[src/verilog/badger_pkg.sv]
// Rx badger shared definitions
package badger_pkg;

	// Packet buffer address width that holds a maximum frame and its badge
	localparam int PAW = 11;

	// One byte of the incoming stream
	typedef logic [7:0] octet_t;

	// Packet buffer word with the start-of-frame flag in bit 8
	typedef logic [8:0] buf_word_t;

	// Address into the packet buffer RAM
	typedef logic [PAW-1:0] pbuf_addr_t;

	// Frame length in octets that saturates at all ones
	typedef logic [10:0] pack_len_t;

	// Badge status byte
	// Bit 0 is FCS good, bit 1 runt and bit 2 giant while the rest reads as zero
	typedef logic [7:0] status_t;

	// Rx MAC memory address with the bank select in the top bit
	typedef logic [11:0] mac_addr_t;

	// Running CRC-32 register
	typedef logic [31:0] crc_t;

	// Words in the badge that precedes each frame in the buffer
	localparam int BADGE_LEN = 5;

	// The MAC copy leaves out the dummy word and keeps four header words
	localparam int MAC_HDR_LEN = 4;

	// Ethernet size limits in octets with the FCS included
	localparam pack_len_t MIN_FRAME = 11'd64;
	localparam pack_len_t MAX_FRAME = 11'd1518;

	// Reflected form of the 802.3 polynomial 0x04C11DB7
	localparam crc_t CRC_POLY = 32'hEDB88320;

	// Register contents after running a correct FCS through the CRC
	localparam crc_t CRC_RESIDUE = 32'hDEBB20E3;

	// Writer phase whose values double as the word offset inside the badge
	typedef enum logic [2:0] {
		PH_DUMMY    = 3'd0,
		PH_LEN_LO   = 3'd1,
		PH_LEN_HI   = 3'd2,
		PH_STATUS   = 3'd3,
		PH_RESERVED = 3'd4,
		PH_PASS     = 3'd5
	} badge_phase_e;

endpackage

[src/verilog/frame_scanner.sv]
// Frame length scanner
`timescale 1ns/1ps

module frame_scanner
	import badger_pkg::*;
(
	input  logic      clk,
	input  logic      arst_n,
	input  logic      data_s,
	input  logic      data_f,
	output pack_len_t pack_len,
	output logic      runt,
	output logic      giant
);

	// Previous strobe, used to find the first octet of a frame
	logic      data_s_d;
	logic      trig;

	// Running count of octets in the current frame
	pack_len_t octet_cnt;

	assign trig = data_s & ~data_s_d;

	always_ff @(posedge clk or negedge arst_n) begin
		if (!arst_n) begin
			data_s_d <= 1'b0;
		end else begin
			data_s_d <= data_s;
		end
	end

	// The first octet loads a count of one, later octets add to it
	// Saturation keeps oversized frames flagged as giants
	always_ff @(posedge clk or negedge arst_n) begin
		if (!arst_n) begin
			octet_cnt <= '0;
		end else if (trig) begin
			octet_cnt <= pack_len_t'(1);
		end else if (data_s && octet_cnt != '1) begin
			octet_cnt <= octet_cnt + pack_len_t'(1);
		end
	end

	// Results are taken at frame end and hold until the next frame is done
	// The counter already includes the last octet by the data_f cycle
	always_ff @(posedge clk or negedge arst_n) begin
		if (!arst_n) begin
			pack_len <= '0;
			runt     <= 1'b0;
			giant    <= 1'b0;
		end else if (data_f) begin
			pack_len <= octet_cnt;
			// Runts are short of the minimum, FCS octets counted
			runt     <= octet_cnt < MIN_FRAME;
			// Giants exceed the maximum untagged frame size
			giant    <= octet_cnt > MAX_FRAME;
		end
	end

endmodule

[config.mk]
export PLATFORM = sky130hd
export DESIGN_NAME = frame_scanner
export DESIGN_NICKNAME = d
export VERILOG_FILES = /design/src/verilog/badger_pkg.sv /design/src/verilog/frame_scanner.sv
export SDC_FILE = /design/constraint.sdc
export NUM_CORES = 1
export LEC_CHECK = 0
export BUFFER_PORTS_ARGS = -buffer_cell sky130_fd_sc_hd__clkbuf_2
export CAP_MARGIN = 40
export CORE_ASPECT_RATIO = 0.7
export CORE_MARGIN = 4
export CORE_UTILIZATION = 35
export DETAILED_ROUTE_END_ITERATION = 12
export PLACE_DENSITY_LB_ADDON = 0.3
export RECOVER_POWER = 25
export SYNTH_ARGS = -nofsm -noshare
export SYNTH_HDL_FRONTEND = slang
export SYNTH_SLANG_ARGS = --single-unit
[constraint.sdc]
create_clock -name clk -period 2.4 [get_ports clk]
set_input_delay 0.48 -clock clk [delete_from_list [all_inputs] [get_ports clk]]
set_output_delay 0.48 -clock clk [all_outputs]
set_load 0.005 [all_outputs]
### Word level (Yosys, flattened, before mapping)

Cells that the tools add are included.

| word-level totals | value |
|---|---|
| bits in registers | 25 |
| output and inout port bits | 13 |

| cells by class | value |
|---|---|
| add/sub/neg operators | 1 |
| $lt $le $gt $ge | 2 |
| equal/unequal tests | 1 |
| multiplexer cells | 2 |
| bitwise operators | 2 |
| reductions and logical operators | 2 |

Operators by type and width:

| cell | number |
|---|---|
| $mux 11 | 2 |
| $add 11x1->11 const B | 1 |
| $gt 11x11->1 const B | 1 |
| $lt 11x7->1 const B | 1 |
| $ne 11x11->1 const B | 1 |
| $reduce_bool 2->1 | 1 |
| $and 1x1->1 | 1 |
| $logic_and 1x1->1 | 1 |
| $not 1->1 | 1 |

### Longest topological paths before layout

| depth | value |
|---|---|
| depth in word-level cells | 4 |
| gate-level depth with buffers | 6 |
| depth with buffers taken out | 5 |

### Least setup slack after synthesis

OpenSTA, ideal clock, no wires.

| path | value |
|---|---|
| kind | register -> register |
| start | register octet_cnt[0] |
| end | register octet_cnt[7] |
| setup time | 0.066 ns |
| arrival | 1.489 ns |
| path slack | 0.845 ns |
| cell stages (with the launch flop) | 7 |
| path buffers | 1 |
| path through | dfrtp_1 -> ha_1 -> and4_1 -> buf_6 -> nand4_4 -> a311oi_1 -> a41o_1 |

| on the way | value |
|---|---|
| cells in the longest elaborated chain, start to end | 3 |
| elaborated cells between the ends (all ways) | 6 |

RTL lines:

| element | line | source |
|---|---|---|
| from (decl) | frame_scanner.sv:21 | `pack_len_t octet_cnt;` |
| from (signal assigned) | frame_scanner.sv:39 | `octet_cnt <= pack_len_t'(1);` |
| from (signal assigned) | frame_scanner.sv:41 | `octet_cnt <= octet_cnt + pack_len_t'(1);` |
| $add 11x1->11 / $ne 11x11->1 (equally long branches) | frame_scanner.sv:41, frame_scanner.sv:40 |  |
| $mux 11 / $logic_and 1x1->1 (equally long branches) | frame_scanner.sv:40 | `end else if (data_s && octet_cnt != '1) begin` |
| $mux 11 / $reduce_bool 2->1 (equally long branches) | - |  |

Parallel ways exist; a longest one is shown, timed or not. The select of a mux whose other input is x is not followed.
A chain may end at the register's enable or synchronous reset.

### Worst setup path in the final report

Ends and elaborated chain as after synthesis.

==> flow_summary.toml <==
[run_status]
status = "finished, final reports clean"

[timing]
clock_skew_ns = 0.00677
hold_viol_final = 0
tns_ns = 0
setup_viol = 0
timing.hold.ws_ns = 0.475
rsz0062_at_grt = "no"
period_needed_ns = 1.83
worst_pin_slew_ns = 1.31
drv_slew = 0
max_clock_freq_mhz = 548
max_slew_margin = 0.127
period_share = 0.760

[logic_synthesis]
yosysTopAreaCell = "dfrtp_1"
yosysWarnings = 0
synth-main-ff-cell = "dfrtp_1"
avgSynthCellArea_um2 = 11.4
synthTopCellsByArea = "dfrtp_1 (54%), mux2_2 (9.7%), a41oi_1 (3.0%)"
netlist.area_leader.share = 0.539
syn_area_um2 = 1160
synthArstFlopShare = 1.00
yosysSeqAreaShare = 0.539
synth_nets = 107
synth-edff-count = 0
synth_cell_types = 32
ys_ff_latch = 25
syn_inst = 102

[power_and_ir_drop]
switchingPower_uw = 214
pwr-share-seq = 0.589
p_int_uw = 612
p_clk_frac = 0.304
power_frac_comb = 0.108
leakage_uw = 0.000607
ir_drop_uv = 363
switching_share = 0.259
pwr_density_cell_nw_per_um2 = 634

[clock_network]
cts_tree = "done"
path_clk_slew_ns = 0.09
ctsHoldBuffers = 0
cts_buffers = 3
clk_latency_ns = 0.27
cts.sinks = 25
clk_path_buf_depth = 2
cts_resized = 0
cts_root_buf = "clkbuf_8"
h-tree-depth = 1
post-cts-setup-buffers = 0

[die]
die_width_um = 76.8
coreArea_um2 = 3170
num_io_pins = 17
dieArea_um2 = 4320
start_util = 0.366
die_y_um = 56.2
rows = 17

[setup_path]
critical-path-max-stage-delay_ns = 0.48
cp_cell_sequence = "ha_1 -> and4_1 -> nand4_4 -> a311oi_1 -> a41o_1"
r2r-start = "octet_cnt[0]$_DFFE_PN0P_"
crit_buf_inv = 0
start_kind = "flip-flop"
crit_fanout = 8
crit_required_ns = 2.61
cpLargestDelayFamily = "simple AND/OR/NAND/NOR gates"
slowest_stage = "dfrtp_1"
worstReg2RegEnd = "octet_cnt[7]$_DFFE_PN0P_"
worstPathArrival_ns = 2.04
r2r_slack_ns = 0.57
critPathCaptureType = "flip-flop"
crit_type = "flip-flop to flip-flop"
r2r_cells = 5

[route]
ant_nets = 0
via_count = 876
drt_iter0_drc = 51
wl_per_cell_um = 14.7
first_pass_iters = 4
drc_errors = 0
drt-total-wl_um = 2270
vias_per_cell = 5.65

[place]
gp_congestion = 0.837
place_hpwl_um = 1640
place_area_um2 = 1260
portBuffers = 16

[global_routing]
grt_pass1_wl_um = 4020
gr-usage-all-layers = 0.116
grt_max_degree = 26
antenna_found_initial = 0
grt_overflow = 0
grt_pass1_vias = 815

[finish]
n_antenna_cell = 0
final_area_um2 = 1300
nets = 123
syn_to_final_growth_pct = 12.2
nFillCells = 299
drive_gt1_frac = 0.274

[hold_path]
hp-class = "input pin to asynchronous set/reset pin"

[flow_run]
maxCapViolCount = 0
==> cells in the mapped netlist (all sizes together) (2+ instances only) <==
master	n
inv	6
a311oi	3
o21ai	5
mux2	10
o211ai	2
and4	3
a41oi	4
nand3	3
nor2	8
clkbuf	4
nand4	4
dfrtp	25
nor3	2
a21oi	5
nand2	4
==> per-layer routing <==
metal	vias to the layer above	track usage	wire [um]
met5	-	0	0
met4	0	0.0284	16
met3	4	0.0469	159
met2	27	0.169	954
met1	431	0.160	1140
li1	414	-	-
==> through the flow <==
step / util / power (uW) / instances / setup WS [ns]
CTS: 0.412 / 837 / 155 / 0.589
detailed placement: 0.397 / 585 / 151 / 0.610
finish: 0.411 / 826 / 155 / 0.575
global route: 0.411 / 872 / 155 / 0.399
global placement: 0.397 / 583 / 151 / 0.619
floorplan: - / 539 / 102 / 0.845
==> worst max path at each step <==
stage | slack, ns | to | start | depth (start not counted)
2_1_floorplan | 0.84 | octet_cnt[7]$_DFFE_PN0P_ | octet_cnt[0]$_DFFE_PN0P_ | 6
3_3_place_gp | 0.62 | octet_cnt[2]$_DFFE_PN0P_ | octet_cnt[0]$_DFFE_PN0P_ | 5
3_5_place_dp | 0.61 | octet_cnt[7]$_DFFE_PN0P_ | octet_cnt[0]$_DFFE_PN0P_ | 5
4_1_cts | 0.59 | octet_cnt[7]$_DFFE_PN0P_ | octet_cnt[0]$_DFFE_PN0P_ | 5
5_1_grt | 0.40 | octet_cnt[7]$_DFFE_PN0P_ | octet_cnt[0]$_DFFE_PN0P_ | 5
6_report | 0.57 | octet_cnt[7]$_DFFE_PN0P_ | octet_cnt[0]$_DFFE_PN0P_ | 5
==> power groups by stage <==
| stage | Sequential, uW | Clock (uW) | Combinational (uW) |
|---|---|---|---|
| 2_1_floorplan | 487 | 0 | 51.9 |
| 3_3_place_gp | 493 | 0 | 90.0 |
| 3_5_place_dp | 494 | 0 | 91.2 |
| 4_1_cts | 486 | 260 | 91.7 |
| 5_1_grt | 493 | 278 | 101 |
| 6_report | 486 | 251 | 88.8 |
==> layout make-up <==
| class | count | area (um^2) | share of cell area |
|---|---|---|---|
| clock buffer | 3 | 41.3 | 0.0317 |
| clock inverter | 1 | 5.00 | 0.00384 |
| inverter | 6 | 22.5 | 0.0173 |
| multi-input combinational | 66 | 483 | 0.371 |
| sequential | 25 | 626 | 0.480 |
| tap | 38 | 47.5 | 0.0365 |
| timing repair buffer | 16 | 77.6 | 0.0596 |
==> flip-flops by register name (all words and copies together) (netlist names) <==
| name | flops |
|---|---|
| data_s_d | 1 |
| giant | 1 |
| octet_cnt | 11 |
| pack_len | 11 |
| runt | 1 |
==> cells in the final DEF (no fill, tap or decap), types with 4 or more instances in the layout <==
cell type,n
dfrtp_1,25
clkbuf_2,14
mux2_2,10
nor2_1,8
inv_1,6
a21oi_1,5
o21ai_0,5
a41oi_1,4
nand2_1,4
==> cells by family (layout without fill, tap and decap cells) <==
logic type	after synthesis	count (layout)	synth area share
AO/OA/AOI/OAI	27	27	0.162
adder cells (fa/ha/maj)	1	1	0.0108
buffers and inverters	11	26	0.0453
flip-flops	25	25	0.539
multiplexers	10	10	0.0970
AND/OR/NAND/NOR	28	28	0.147
Note: power is estimated with default switching activity, not from simulation.
