**config.mk**
```make
export PLATFORM = sky130hd
export DESIGN_NAME = pbuf_writer
export DESIGN_NICKNAME = d
export VERILOG_FILES = /design/src/verilog/badger_pkg.sv /design/src/verilog/pbuf_writer.sv
export SDC_FILE = /design/constraint.sdc
export NUM_CORES = 1
export LEC_CHECK = 0
export BUFFER_PORTS_ARGS = -buffer_cell sky130_fd_sc_hd__buf_4
export CORE_MARGIN = 3
export CORE_UTILIZATION = 45
export CTS_CLUSTER_SIZE = 12
export DETAILED_ROUTE_END_ITERATION = 16
export PLACE_DENSITY = 0.69
export SYNTH_ARGS = -nofsm -noshare
export SYNTH_HDL_FRONTEND = slang
export SYNTH_SLANG_ARGS = --single-unit
export TNS_END_PERCENT = 5
```
**constraint.sdc**
```tcl
create_clock -name clk -period 3.66 [get_ports clk]
set_clock_uncertainty 0.2 [all_clocks]
set_input_delay 0.732 -clock clk [delete_from_list [all_inputs] [get_ports clk]]
set_output_delay 0.732 -clock clk [all_outputs]
set_load 0.02 [all_outputs]
```
**src/verilog/badger_pkg.sv**
```systemverilog
// Rx badger shared definitions
package badger_pkg;

	// Packet buffer address width that holds a maximum frame and its badge
	localparam int PAW = 11;

	// One byte of the incoming stream
	typedef logic [7:0] octet_t;

	// Packet buffer word with the start-of-frame flag in bit 8
	typedef logic [8:0] buf_word_t;

	// Address into the packet buffer RAM
	typedef logic [PAW-1:0] pbuf_addr_t;

	// Frame length in octets that saturates at all ones
	typedef logic [10:0] pack_len_t;

	// Badge status byte
	// Bit 0 is FCS good, bit 1 runt and bit 2 giant while the rest reads as zero
	typedef logic [7:0] status_t;

	// Rx MAC memory address with the bank select in the top bit
	typedef logic [11:0] mac_addr_t;

	// Running CRC-32 register
	typedef logic [31:0] crc_t;

	// Words in the badge that precedes each frame in the buffer
	localparam int BADGE_LEN = 5;

	// The MAC copy leaves out the dummy word and keeps four header words
	localparam int MAC_HDR_LEN = 4;

	// Ethernet size limits in octets with the FCS included
	localparam pack_len_t MIN_FRAME = 11'd64;
	localparam pack_len_t MAX_FRAME = 11'd1518;

	// Reflected form of the 802.3 polynomial 0x04C11DB7
	localparam crc_t CRC_POLY = 32'hEDB88320;

	// Register contents after running a correct FCS through the CRC
	localparam crc_t CRC_RESIDUE = 32'hDEBB20E3;

	// Writer phase whose values double as the word offset inside the badge
	typedef enum logic [2:0] {
		PH_DUMMY    = 3'd0,
		PH_LEN_LO   = 3'd1,
		PH_LEN_HI   = 3'd2,
		PH_STATUS   = 3'd3,
		PH_RESERVED = 3'd4,
		PH_PASS     = 3'd5
	} badge_phase_e;

endpackage

```
**src/verilog/pbuf_writer.sv**
```systemverilog
// Packet buffer and Rx MAC writer
`timescale 1ns/1ps

module pbuf_writer
	import badger_pkg::*;
(
	input  logic       clk,
	input  logic       arst_n,
	input  octet_t     data_in,
	input  logic       data_s,
	input  logic       data_f,
	input  pack_len_t  pack_len,
	input  logic       runt,
	input  logic       giant,
	input  logic       fcs_ok,
	input  logic       rx_mac_hbank,
	input  logic       rx_mac_accept,
	output buf_word_t  mem_d,
	output pbuf_addr_t mem_a,
	output octet_t     rx_mac_d,
	output mac_addr_t  rx_mac_a,
	output logic       rx_mac_wen,
	output logic [1:0] rx_mac_buf_status,
	output pbuf_addr_t gray_state,
	output logic       badge_stb
);

	// Free running frame pointer, the reference for all buffer addresses
	pbuf_addr_t   fp;
	// Registered write address and data that go straight to the RAM
	pbuf_addr_t   fpp;
	buf_word_t    pxd;
	// Where the badge of the current frame starts
	pbuf_addr_t   origin;
	badge_phase_e phase;
	status_t      status_r;
	logic         data_s_d;
	logic         trig;
	logic         badge_stb_r;

	// MAC side state
	logic [10:0]  mac_a0;
	logic         mac_bank;
	logic         rx_mac_hbank_r;
	logic         bank_ready;
	logic         mac_save;
	logic         mac_stopping;
	logic         mac_queue;

	pbuf_addr_t   fp_gray;
	pbuf_addr_t   gray_state_r;

	assign trig = data_s & ~data_s_d;

	// Results from the scanner and checker settle one cycle after data_f
	// They are latched while the dummy word goes out, well before use
	always_ff @(posedge clk) begin
		if (phase == PH_DUMMY) begin
			status_r <= {5'b0, giant, runt, fcs_ok};
		end
	end

	// Phase sequencing, data_f kicks off the five badge words
	always_ff @(posedge clk or negedge arst_n) begin
		if (!arst_n) begin
			phase <= PH_PASS;
		end else if (data_f) begin
			phase <= PH_DUMMY;
		end else begin
			case (phase)
				PH_DUMMY:    phase <= PH_LEN_LO;
				PH_LEN_LO:   phase <= PH_LEN_HI;
				PH_LEN_HI:   phase <= PH_STATUS;
				PH_STATUS:   phase <= PH_RESERVED;
				default:     phase <= PH_PASS;
			endcase
		end
	end

	// Address generation for the buffer RAM
	// Outside the badge everything lands BADGE_LEN words ahead of fp
	// Idle cycles write junk there too, it is ahead of the next origin
	always_ff @(posedge clk or negedge arst_n) begin
		if (!arst_n) begin
			data_s_d    <= 1'b0;
			fp          <= '0;
			fpp         <= '0;
			origin      <= '0;
			badge_stb_r <= 1'b0;
		end else begin
			data_s_d <= data_s;
			fp       <= fp + pbuf_addr_t'(1);
			if (trig) begin
				origin <= fp;
			end
			if (phase == PH_PASS) begin
				fpp <= fp + pbuf_addr_t'(BADGE_LEN);
			end else begin
				// Phase value is the word offset inside the badge
				fpp <= origin + pbuf_addr_t'(phase);
			end
			// The dummy word is not strobed, only the four real header words
			badge_stb_r <= phase != PH_DUMMY && phase != PH_PASS;
		end
	end

	// Word contents, start-of-frame marker in bit 8 of the first two words
	always_ff @(posedge clk) begin
		case (phase)
			PH_DUMMY:    pxd <= {1'b1, 8'h00};
			PH_LEN_LO:   pxd <= {1'b1, 1'b0, pack_len[6:0]};
			PH_LEN_HI:   pxd <= {1'b0, 4'h0, pack_len[10:7]};
			PH_STATUS:   pxd <= {1'b0, status_r};
			PH_RESERVED: pxd <= {1'b0, 8'h00};
			default:     pxd <= {1'b0, data_in};
		endcase
	end

	assign mem_a     = fpp;
	assign mem_d     = pxd;
	assign badge_stb = badge_stb_r;

	// Bank handshake with the host
	// Host bank bit likely comes from another clock domain, one capture stage
	assign bank_ready        = mac_bank != rx_mac_hbank_r;
	assign rx_mac_buf_status = {rx_mac_hbank_r, mac_bank};

	always_ff @(posedge clk or negedge arst_n) begin
		if (!arst_n) begin
			rx_mac_hbank_r <= 1'b1;
			mac_bank       <= 1'b0;
			mac_save       <= 1'b0;
			mac_stopping   <= 1'b0;
			mac_queue      <= 1'b0;
			mac_a0         <= '0;
		end else begin
			rx_mac_hbank_r <= rx_mac_hbank;
			// Payload starts after the header slots, header rewinds to zero
			if (trig) begin
				mac_a0 <= 11'(MAC_HDR_LEN);
			end else if (phase == PH_LEN_LO) begin
				mac_a0 <= '0;
			end else begin
				mac_a0 <= mac_a0 + 11'd1;
			end
			// Saving only starts when the host has left a bank for us
			if (trig && bank_ready) begin
				mac_save <= 1'b1;
			end
			// Length low word is on the port while the phase is PH_LEN_HI
			if (phase == PH_LEN_HI && mac_save && rx_mac_accept) begin
				mac_queue <= 1'b1;
			end
			mac_stopping <= phase == PH_RESERVED;
			// Last header word goes out this cycle, then hand the bank over
			if (mac_stopping) begin
				mac_save <= 1'b0;
				if (mac_queue) begin
					mac_bank  <= ~mac_bank;
					mac_queue <= 1'b0;
				end
			end
		end
	end

	// Writes are limited to payload octets and the four header words
	assign rx_mac_d   = pxd[7:0];
	assign rx_mac_a   = {mac_bank, mac_a0};
	assign rx_mac_wen = mac_save & (data_s_d | badge_stb_r);

	// Gray coded pointer so a reader in another domain can sample it safely
	assign fp_gray = fp ^ (fp >> 1);

	always_ff @(posedge clk or negedge arst_n) begin
		if (!arst_n) begin
			gray_state_r <= '0;
		end else begin
			gray_state_r <= fp_gray;
		end
	end

	assign gray_state = gray_state_r;

endmodule

```
# Word-level counts from Yosys, hierarchy flattened
# Index checks and enable logic that the tools add are counted.
[totals]
ff_bits = 77
word_cells = 51
[op_classes]
n_addsub = 4
n_eq_ne = 7
n_mux = 11
bitwise = 6
reduce_logical = 8
[ops]
columns = ["operator", "count"]
rows = [
  ["one-hot mux 9 bit (5 select lines)", 1],
  ["two-way mux 11 bit", 3],
  ["adder 11 x 1 -> 11 bit (second input constant)", 2],
  ["one-hot mux 3 bit (4 select lines)", 1],
  ["adder 11 x 3 -> 11 bit", 1],
  ["adder 11 x 3 -> 11 bit (second input constant)", 1],
  ["XOR 11 x 10 -> 11 bit", 1],
  ["equality test 3 x 2 -> 1 bit (second input constant)", 2],
  ["equality test 3 bit (second input constant)", 2],
  ["two-way mux 1 bit", 5],
  ["logical AND 1 bit", 4],
  ["equality test 3 x 1 -> 1 bit (second input constant)", 1],
  ["zero test 3 bit", 1],
  ["two-way mux 3 bit", 1],
  ["!= test 3 bit (second input constant)", 1],
  ["nonzero test 3 bit", 1],
  ["AND 1 bit", 2],
  ["inverter 1 bit", 2],
  ["AND reduction 2 bit", 1],
  ["nonzero test 2 bit", 1],
  ["!= test 1 bit", 1],
  ["bitwise OR 1 bit", 1],
]

# Logic depth before layout (Yosys ltp)
[logic_depth]
depth_word = 6
mapped_depth = 7
mapped_depth_nobuf = 7

# Worst setup path after synthesis
# No wires, ideal clock.
[synth_path]
path_kind = "register to register"
from = "reg phase[0]"
to = "reg fpp[6], in the netlist mem_a[6]"
setup_ps = 79
arrival_time_ps = 1706
required_time_ps = 3381
setup_slack_ps = 1674
path_stages_with_launch = 8
path_buffers = 0
period_less_slack_ps = 1986
cell_sequence = "dfstp_2 > ha_1 > inv_1 > fa_1 > and2b_1 > o2111ai_1 > xor2_1 > mux2i_1"
[synth_via]
elab_chain_cells = 2
[synth_rtl]
columns = ["element", "line", "text"]
rows = [
  ["start: declaration", "pbuf_writer.sv:35", "badge_phase_e phase;"],
  ["start signal: assignment", "pbuf_writer.sv:66", "phase <= PH_PASS;"],
  ["start signal: assignment", "pbuf_writer.sv:68", "phase <= PH_DUMMY;"],
  ["start signal: assignment", "pbuf_writer.sv:71", "PH_DUMMY: phase <= PH_LEN_LO;"],
  ["adder 11 x 3 -> 11 bit or equality test 3 bit (tied branches)", "pbuf_writer.sv:100, pbuf_writer.sv:96", ""],
  ["two-way mux 11 bit (*)", "pbuf_writer.sv:96", "if (phase == PH_PASS) begin"],
  ["end signal: assignment", "pbuf_writer.sv:97", "fpp <= fp + pbuf_addr_t'(BADGE_LEN);"],
  ["end signal: assignment", "pbuf_writer.sv:100", "fpp <= origin + pbuf_addr_t'(phase);"],
  ["end: declaration", "pbuf_writer.sv:31", "pbuf_addr_t fpp;"],
]
# Every way passes the cells marked *; elsewhere a longest branch is shown, timed or not.
# A chain may end at the register's enable or synchronous reset.

# Final worst setup path
[layout_path]
from = "reg phase[0]"
to = "reg fpp[10], in the netlist mem_a[10]"
# The elaborated chain is that of the path after synthesis.

==> flow_summary.toml <==
[outcome]
outcome = "finished, final reports clean"

[setup_path]
end_kind = "flip-flop"
start_kind = "flip-flop"
cp.arrival_ns = 2.52
critical_path_class = "reg2reg"
cp.required_ns = 3.72
path_max_fanout = 18

[timing]
finalSetupViolations = 0
fin_crit_ns = 2.45
slew_headroom_pct = 47.5
drv_slew = 0
grt_setup_unrepaired = "no"
max_freq_ghz = 0.407
finalWorstSetupSlack_ns = 1.21
tightestPinTransition_ns = 0.788
finalCritPeriodShare_pct = 67.1
fin_setup_tns_ns = 0
worst_hold_slack_ns = 0.248
final-hold-violation-count = 0

[synthesis]
syn_avg_cell_area_um2 = 11.7
yosysUniqueCellTypes = 44
synth_cells = 291
postSynth.asyncResetShare_pct = 84.2
synth_nets = 335
synth_seq_cells = 76
ys_warn_count = 0
synth.area.top_cells = "dfrtp_1 45%, ha_1 5.5%, xor2_1 5.4%"
ys_seq_area_share_pct = 55.1
synth.most_common_cell = "dfrtp_1"
synth-main-ff-cell = "dfrtp_1"
synth_top_cell_by_area = "dfrtp_1"
syn_area_um2 = 3410
synth_edf_count = 3
synth_top_area_share_pct = 44.8
synth_commonest_cells = "61 x dfrtp_1, 24 x nor2_1, 21 x nand2_1, 21 x xor2_1, 18 x xnor2_1"

[power_and_ir_drop]
pwr-share-comb_pct = 18.9
p_switching_uw = 566
ir_worst_vdd_v = 0.000287
pwr-share-seq_pct = 50.3
powerDensity_nw_per_um2 = 468
sw_frac_of_total_pct = 28.8
p_leak_nw = 2.07
clockPowerShare_pct = 30.7
internal_power_mw = 1.40

[clock_tree]
cts-buffers-inserted = 9
postCtsResizedCells = 0
clock_path_buffers = 2
clock_sinks = 76
clk_pin_slew_ns = 0.08
cts.root.buffer_cell = "clkbuf_8"
worst_skew_pair.late_latency_ns = 0.35
post-cts-setup-buffers = 0
cts_tree = "done"
hold_buffers = 0
cts_max_level = 3

[drt]
wire_per_inst_um = 14.2
viasPerCell = 4.95
drt_pass1_iterations = 4
drt-initial-drc-count = 116
ant_nets = 0
vias = 2317
wl_um = 6650
remaining_drc_errors = 0

[finish]
nFillCells = 646
final_cells = 468
syn_to_final_growth_pct = 23.3
num-nets-final = 408
drive_gt1_share_pct = 30.9
diodes = 0

[die]
die_y_um = 93.0
io_pins = 83
core_area_um2 = 7290
start_util_pct = 46.7
row_count = 31
dieArea_um2 = 8650
die_w_um = 93.0

[placed_design]
portBuffers = 82
finalWeightedCongestion = 0.774
pre_cts_slack_ns = 1.23
placed_cells = 452
hpwl_um = 4810

[global_routing]
grt_use_total_pct = 16.2
grt_pass1_wl_um = 10900
grt_overflow = 0
grt_max_degree = 65
grt_pass1_vias = 2358
grt_antenna_before_repair = 0

[hold_path]
hp-class = "in2async"

[run]
cap_violations = 0
[cell families (layout without fill, tap and decap cells)]
logic type | count (synthesis) | count (layout) | synth area share [%]
XOR/XNOR | 39 | 39 | 10.0
buffers and inverters | 28 | 106 | 4.78
multiplexers | 16 | 16 | 5.03
flip-flops | 76 | 76 | 55.1
adder cells (fa/ha/maj) | 16 | 16 | 6.10
AND/OR/NAND/NOR | 76 | 76 | 11.0
AO/OA/AOI/OAI | 40 | 40 | 7.97
[worst max-delay path, cell delays in order, from the launching register on]
cell and delay (ns):
dfstp_2 0.76, ha_1 0.25, inv_1 0.06, fa_1 0.39, and2b_1 0.28, o2111ai_1 0.14
xor2_1 0.16, mux2i_1 0.13
[flip-flops by register name, indices dropped and copies added (netlist names)]
name            count
status_r            3
origin             11
phase               3
mac_save            1
rx_mac_hbank_r      1
mac_queue           1
fp                 10
mem_d               9
data_s_d            1
mac_a0             11
mac_bank            1
badge_stb           1
gray_state         11
mac_stopping        1
mem_a              11
[power groups by stage]
| stage | clock [mW] | sequential (mW) | combinational, mW |
|---|---|---|---|
| global placement | 0 | 1.00 | 0.372 |
| CTS | 0.623 | 0.990 | 0.377 |
| global route | 0.658 | 1.00 | 0.405 |
| floorplan | 0 | 1.03 | 0.200 |
| detailed placement | 0 | 1.01 | 0.375 |
| finish | 0.604 | 0.990 | 0.372 |
[cells in the final DEF (no fill, tap or decap), drive strengths merged, types with 4 or more instances in the layout]
cell | synthesis | routed
and3 | 4 | 4
ha | 15 | 15
dfxtp | 9 | 9
clkinv | 1 | 5
nand3 | 8 | 8
nor2 | 25 | 25
a21oi | 12 | 12
o21ai | 7 | 7
clkbuf | 0 | 11
mux2 | 9 | 9
nand4 | 7 | 7
xnor2 | 18 | 18
nand2 | 21 | 21
xor2 | 21 | 21
mux2i | 7 | 7
dfrtp | 61 | 61
o22ai | 6 | 6
buf | 20 | 82
inv | 7 | 7
a22o | 4 | 4
[final cells by class]
class	instances	area, um^2	share of cell area [%]
Clock buffer	11	131	3.13
Timing Repair Buffer	82	616	14.7
Multi-Input combinational cell	187	1370	32.6
Clock inverter	5	53.8	1.28
Sequential cell	76	1880	44.7
Tap cell	99	124	2.95
Inverter	8	30.0	0.715
[layer usage]
layer | up-vias | GRT usage, % | part of all wire [%]
met1 | 1113 | 20.3 | 45
met2 | 58 | 26.0 | 48
met5 | - | 0 | 0
met3 | 11 | 4.26 | 5.0
li1 | 1135 | - | -
met4 | 0 | 7.69 | 2.3
[through the flow]
stage	power [mW]	util [%]	instance area, um^2
after floorplan	1.23	-	3410
after global placement	1.38	55.0	4010
after detailed placement	1.38	55.0	4010
after CTS	1.99	57.6	4200
after global routing	2.06	57.6	4200
final	1.97	57.6	4200
[worst paths after layout]
check,startpoint,endpoint,slack [ns],cells after the start
max,phase[0],mem_a[10],1.21,7
min,arst_n,mac_a0[10],0.25,1
max reg2reg,phase[0],mem_a[10],1.21,7
min reg2reg,mac_stopping,mac_save,0.27,1
max in group asynchronous,arst_n,mem_a[5],2.47,1
min in group clk,mac_stopping,mac_save,0.27,1
No activity file was read; power rests on OpenSTA's default activity.
